===== config.mk =====
export PLATFORM = sky130hd
export DESIGN_NAME = regfile
export DESIGN_NICKNAME = d
export VERILOG_FILES = /design/src/logic/rf_pkg.sv /design/src/logic/regfile.sv
export SDC_FILE = /design/constraint.sdc
export NUM_CORES = 2
export LEC_CHECK = 0
export BUFFER_PORTS_ARGS = -buffer_cell sky130_fd_sc_hd__buf_4
export CAP_MARGIN = 20
export CORE_MARGIN = 2
export CORE_UTILIZATION = 55
export DETAILED_ROUTE_END_ITERATION = 8
export PLACE_DENSITY_LB_ADDON = 0.05
export SLEW_MARGIN = 0
export SYNTH_ARGS = -nofsm -noshare
export SYNTH_HDL_FRONTEND = slang
export SYNTH_SLANG_ARGS = --single-unit

===== constraint.sdc =====
create_clock -name clk -period 33.4 [get_ports clk]
set_clock_uncertainty 0.05 [all_clocks]
set_input_delay 3.34 -clock clk [delete_from_list [all_inputs] [get_ports clk]]
set_output_delay 3.34 -clock clk [all_outputs]
set_load 0.02 [all_outputs]

===== src/logic/rf_pkg.sv =====
`default_nettype none

// register file sizes and word types.
package rf_pkg;

    localparam int WORD_W     = 32;
    localparam int REG_ADDR_W = 5;
    localparam int NUM_REGS   = 32;

    // data and pc words share one type.
    typedef logic [WORD_W-1:0] word_t;

    typedef logic [REG_ADDR_W-1:0] reg_addr_t;

    localparam reg_addr_t ZERO_REG = '0; // hardwired zero register.

endpackage

`default_nettype wire


===== src/logic/regfile.sv =====
`timescale 1ns/1ps
`default_nettype none

// two write ports in lane order, two combinational read ports.
module regfile
(
    input  logic              clk,
    input  logic              reset,
    input  logic              wen_a,    // older lane.
    input  rf_pkg::reg_addr_t waddr_a,
    input  rf_pkg::word_t     wdata_a,
    input  logic              wen_b,    // younger lane.
    input  rf_pkg::reg_addr_t waddr_b,
    input  rf_pkg::word_t     wdata_b,
    input  rf_pkg::reg_addr_t raddr_a,
    input  rf_pkg::reg_addr_t raddr_b,
    output rf_pkg::word_t     rdata_a,
    output rf_pkg::word_t     rdata_b
);

    import rf_pkg::*;

    word_t regs [NUM_REGS];

    logic write_a;
    logic write_b;

    // writes to the zero register are dropped.
    assign write_a = wen_a && (waddr_a != ZERO_REG);
    assign write_b = wen_b && (waddr_b != ZERO_REG);

    always_ff @(posedge clk or posedge reset)
    begin
        if (reset)
        begin
            for (int i = 0; i < NUM_REGS; i++)
            begin
                regs[i] <= '0;
            end
        end
        else
        begin
            if (write_a)
            begin
                regs[waddr_a] <= wdata_a;
            end
            // port b comes last, so the younger lane wins a same-address pair.
            if (write_b)
            begin
                regs[waddr_b] <= wdata_b;
            end
        end
    end

    // no bypass, a same-cycle read sees the old value.
    always_comb
    begin
        if (raddr_a == ZERO_REG)
        begin
            rdata_a = '0;
        end
        else
        begin
            rdata_a = regs[raddr_a];
        end
    end

    always_comb
    begin
        if (raddr_b == ZERO_REG)
        begin
            rdata_b = '0;
        end
        else
        begin
            rdata_b = regs[raddr_b];
        end
    end

endmodule

`default_nettype wire


==> impl_summary.txt <==
----------------------------------------------------
[STA]
  Number of failing setup endpoints in the final timing report ... 0
  Hold Violations, Final ... 0
  Final critical delay including setup and external delays ... 11.31 ns
  Post-route clock period utilization ... 33.9%
  Transition at the pin with the smallest max-transition slack ... 1.25 ns
  Total negative slack ... 0 ns
  Max-slew violation count ... 0
  Top achievable clock speed ... 88.4 MHz
  Unrepaired setup endpoints after global routing ... false
  Max-slew headroom at the worst pin ... 17.0%

[CTS]
  Clock edge transition at the registers on the reported setup and hold paths ... 0.06 ns
  Number of clock buffers inserted by TritonCTS ... 117
  Number of buffers on the longest clock path ... 3
  Hold-fix buffers, CTS ... 0
  Buffer cell driving the clock tree root ... sky130_fd_sc_hd__clkbuf_16
  Clock tree from TritonCTS ... built
  Post-CTS setup buffer count ... 0
  Clock sink count ... 1024
  Clock Latency Late Sink ... 0.73 ns
  Post_cts resized ... 0
  H-tree levels ... 3

[Routing]
  Remaining design rule violation count ... 0
  Average via count per standard cell ... 7.33
  Detail Route Antenna Nets ... 0
  First-pass iteration count of the detailed router ... 8
  Vias ... 52959
  WL/cell ... 36.7 um
  Routed wire length ... 265000 um
  Starting DRT DRC Count ... 8427

[Synth]
  Post-synth EDFFs ... 0
  Dominant combinational cell family by area after synthesis ... multiplexers
  Sequential area share after synthesis ... 40.6%
  Syn. warnings ... 0
  Post-Syn Area per Cell ... 10.5 um2
  Compound-gate portion of the synthesized area ... 14.0%
  Cell taking the most area after synthesis ... sky130_fd_sc_hd__dfrtp_1
  Multiplexer share of the synthesized area ... 32.6%
  Async set-reset flop share out of synthesis ... 100%
  Net count of the mapped netlist ... 6083
  Gate count of the mapped netlist ... 5995
  Number of distinct library cells after synthesis ... 40
  Synthesized area ... 63200 um2
  Main area contributors after synthesis ... sky130_fd_sc_hd__dfrtp_1 (41%), sky130_fd_sc_hd__mux4_2 (16%), sky130_fd_sc_hd__mux2i_1 (16%), sky130_fd_sc_hd__a21oi_1 (5.6%), sky130_fd_sc_hd__nor2_1 (4.3%)
  Proportion of netlist area held by the largest area contributor ... 40.6%
  Most frequent cell after synthesis ... sky130_fd_sc_hd__dfrtp_1
  Leading post-synthesis cells by instance count ... sky130_fd_sc_hd__dfrtp_1 (1024), sky130_fd_sc_hd__mux2i_1 (979), sky130_fd_sc_hd__nor2_1 (721)
  Area share of fa/ha/maj cells after synthesis ... 0%
  Top_reg_cell synth ... sky130_fd_sc_hd__dfrtp_1
  Simple-Gate Fraction of Synth Area ... 7.85%
  Xor-xnor portion of the synthesized cell area ... 0%
  Register bit total from synthesis ... 1024

[Setup path]
  Family of cells with the greatest summed delay on the critical path ... buffers and inverters
  Crit path capture type ... output pin
  Slowest library cell on the worst path ... sky130_fd_sc_hd__a311oi_1
  Crit-path most repeated cell ... sky130_fd_sc_hd__buf_4
  Worst setup SP type ... primary input
  Worst Path Class, Setup ... in -> out
  Longest individual stage delay on the worst path ... 0.91 ns
  CP required ... 30.01 ns
  Peak fanout along the critical path ... 42
  Cell-by-cell listing of the critical path ... buf_8 > buf_4 > buf_4 > buf_4 > mux4_2 > nor2b_1 > a211oi_1 > a311oi_1 > buf_4
  Worst path bufs/invs ... 5
  Worst path arrival time ... 7.92 ns

[Global route]
  Antenna violations before repair ... 20
  Wire length of the first global-routing pass ... 377000 um
  Overflow after GRT ... 0
  Gr usage total ... 44.9%
  Via count of the first global-routing pass ... 50215
  Largest net degree at the start of global routing ... 165

[Die]
  Area of the die ... 118000 um2
  Number of I/O pins ... 152
  Floorplan Core Area ... 114000 um2
  Die extent in y ... 343 um
  Row count ... 124
  Starting density of the core ... 55.3%
  Die Span X ... 343 um

[Placed design]
  Quantity of I/O buffers inserted on ports ... 151
  Total half-perimeter wirelength after legalization and detailed placement ... 141000 um
  GPL Wtd Cong ... 0.854

[Cells and area]
  Flip-flop count of the largest register, all copies and words added ... 1024
  Largest Register ... regs
  Layout Area Growth over Synthesis ... 8.35%
  Fraction of final layout cells with drive strength greater than 1 ... 18.4%
  Fill count ... 9549
  Final layout net count ... 5699
  Largest registers in the final layout ... regs: 1024 flops

[Pwr]
  Portion of total power attributed to the clock network ... 31.5%
  Total power divided by cell area ... 61.7 nW/um2
  Maximum vdd drop ... 0.0509 mV
  Seq pwr share ... 43.4%
  Comb pwr share ... 25.1%
  Internal power ... 2.90 mW
  Overall power ... 4.22 mW
  Leakage component of the power ... 28.8 nW
  Switch Pwr ... 1.32 mW
  Proportion of total power due to net switching ... 31.3%

[Hold path]
  Type of the tightest min-delay check ... reg -> reg

[Flow run]
  Number of max-cap violations ... 0

[Outcome]
  Run status ... finished clean

----------------------------------------------------
-- power by group through the flow --
stage	combinational, mW	sequential [mW]	clock [mW]
after global routing	1.14	1.86	1.38
after global placement	1.02	1.82	0
after detailed placement	1.05	1.83	0
final	1.06	1.83	1.33
after CTS	1.05	1.81	1.33
after floorplan	0.817	1.75	0
-- cell families (layout without fill, tap and decap cells) --
family	after synthesis	in the layout
buf+inv	766	472
compound gates	1502	1502
mux	1491	1491
simple gates	1212	1212
other cells	0	8
flops	1024	1024
-- final timing paths --
| kind | endpoint | slack [ns] | depth (start not counted) | startpoint |
|---|---|---|---|---|
| max | rdata_a[8] | 22.09 | 9 | raddr_a[1] |
| min | regs[995] | 0.34 | 0 | regs[995] |
| max reg2reg | regs[891] | 32.48 | 2 | regs[891] |
| min reg2reg | regs[995] | 0.34 | 0 | regs[995] |
| max in group asynchronous | regs[641] | 27.52 | 5 | reset |
| min in group asynchronous | regs[153] | 2.68 | 2 | reset |
-- final cells by class --
class | count | area [um2] | area share (%)
multi-input cells | 4205 | 34900 | 51.0
flip-flops and latches | 1024 | 25600 | 37.4
clock buffers | 176 | 3560 | 5.20
repair buffers | 260 | 2100 | 3.07
well taps | 1512 | 1890 | 2.76
clock inverters | 33 | 327 | 0.477
inverters | 3 | 23.8 | 0.0347
diodes | 8 | 20.0 | 0.0292
-- placed cells by master, fill, tap and decap left out, types with 5 or more instances in the layout --
master                      count
sky130_fd_sc_hd__dfrtp_1     1024
sky130_fd_sc_hd__mux2i_1      979
sky130_fd_sc_hd__nor2_1       706
sky130_fd_sc_hd__a21oi_1      704
sky130_fd_sc_hd__mux4_2       448
sky130_fd_sc_hd__o21ai_0      380
sky130_fd_sc_hd__nand2_1      328
sky130_fd_sc_hd__buf_4        247
sky130_fd_sc_hd__a32oi_1      141
sky130_fd_sc_hd__clkbuf_16    120
sky130_fd_sc_hd__nor2b_1       66
sky130_fd_sc_hd__a22oi_1       64
sky130_fd_sc_hd__a211oi_1      64
sky130_fd_sc_hd__mux2_2        64
sky130_fd_sc_hd__a311oi_1      64
sky130_fd_sc_hd__a221oi_1      46
sky130_fd_sc_hd__clkbuf_8      35
sky130_fd_sc_hd__nand2_4       26
sky130_fd_sc_hd__clkinv_2      23
sky130_fd_sc_hd__clkbuf_1      21
sky130_fd_sc_hd__o21ai_1       18
sky130_fd_sc_hd__o2111ai_1     18
sky130_fd_sc_hd__nor2_4        13
sky130_fd_sc_hd__diode_2        8
sky130_fd_sc_hd__and3_4         7
sky130_fd_sc_hd__and3b_1        7
sky130_fd_sc_hd__nand2_2        5
sky130_fd_sc_hd__nor3_4         5
sky130_fd_sc_hd__bufinv_16      5
-- through the flow --
stage	instance area [um2]	setup WS (ns)	hold WS [ns]	util, %	cells
2_1_floorplan	63200	1.19	0.391	-	5995
3_3_place_gp	64500	22.13	0.328	56.5	7001
3_5_place_dp	64600	22.19	0.334	56.5	7004
4_1_cts	68400	22.18	0.346	59.9	7213
5_1_grt	68400	21.95	0.356	59.9	7215
6_report	68500	22.09	0.343	60.0	7221
-- per-layer routing --
layer / vias to the layer above / track usage (%) / routed length, um
li1: 21390 / - / -
met1: 26526 / 62.0 / 101000
met2: 4108 / 63.2 / 112000
met3: 911 / 14.8 / 36200
met4: 24 / 23.5 / 16700
met5: - / 0 / 144
Note: power is estimated with default switching activity, not from simulation.
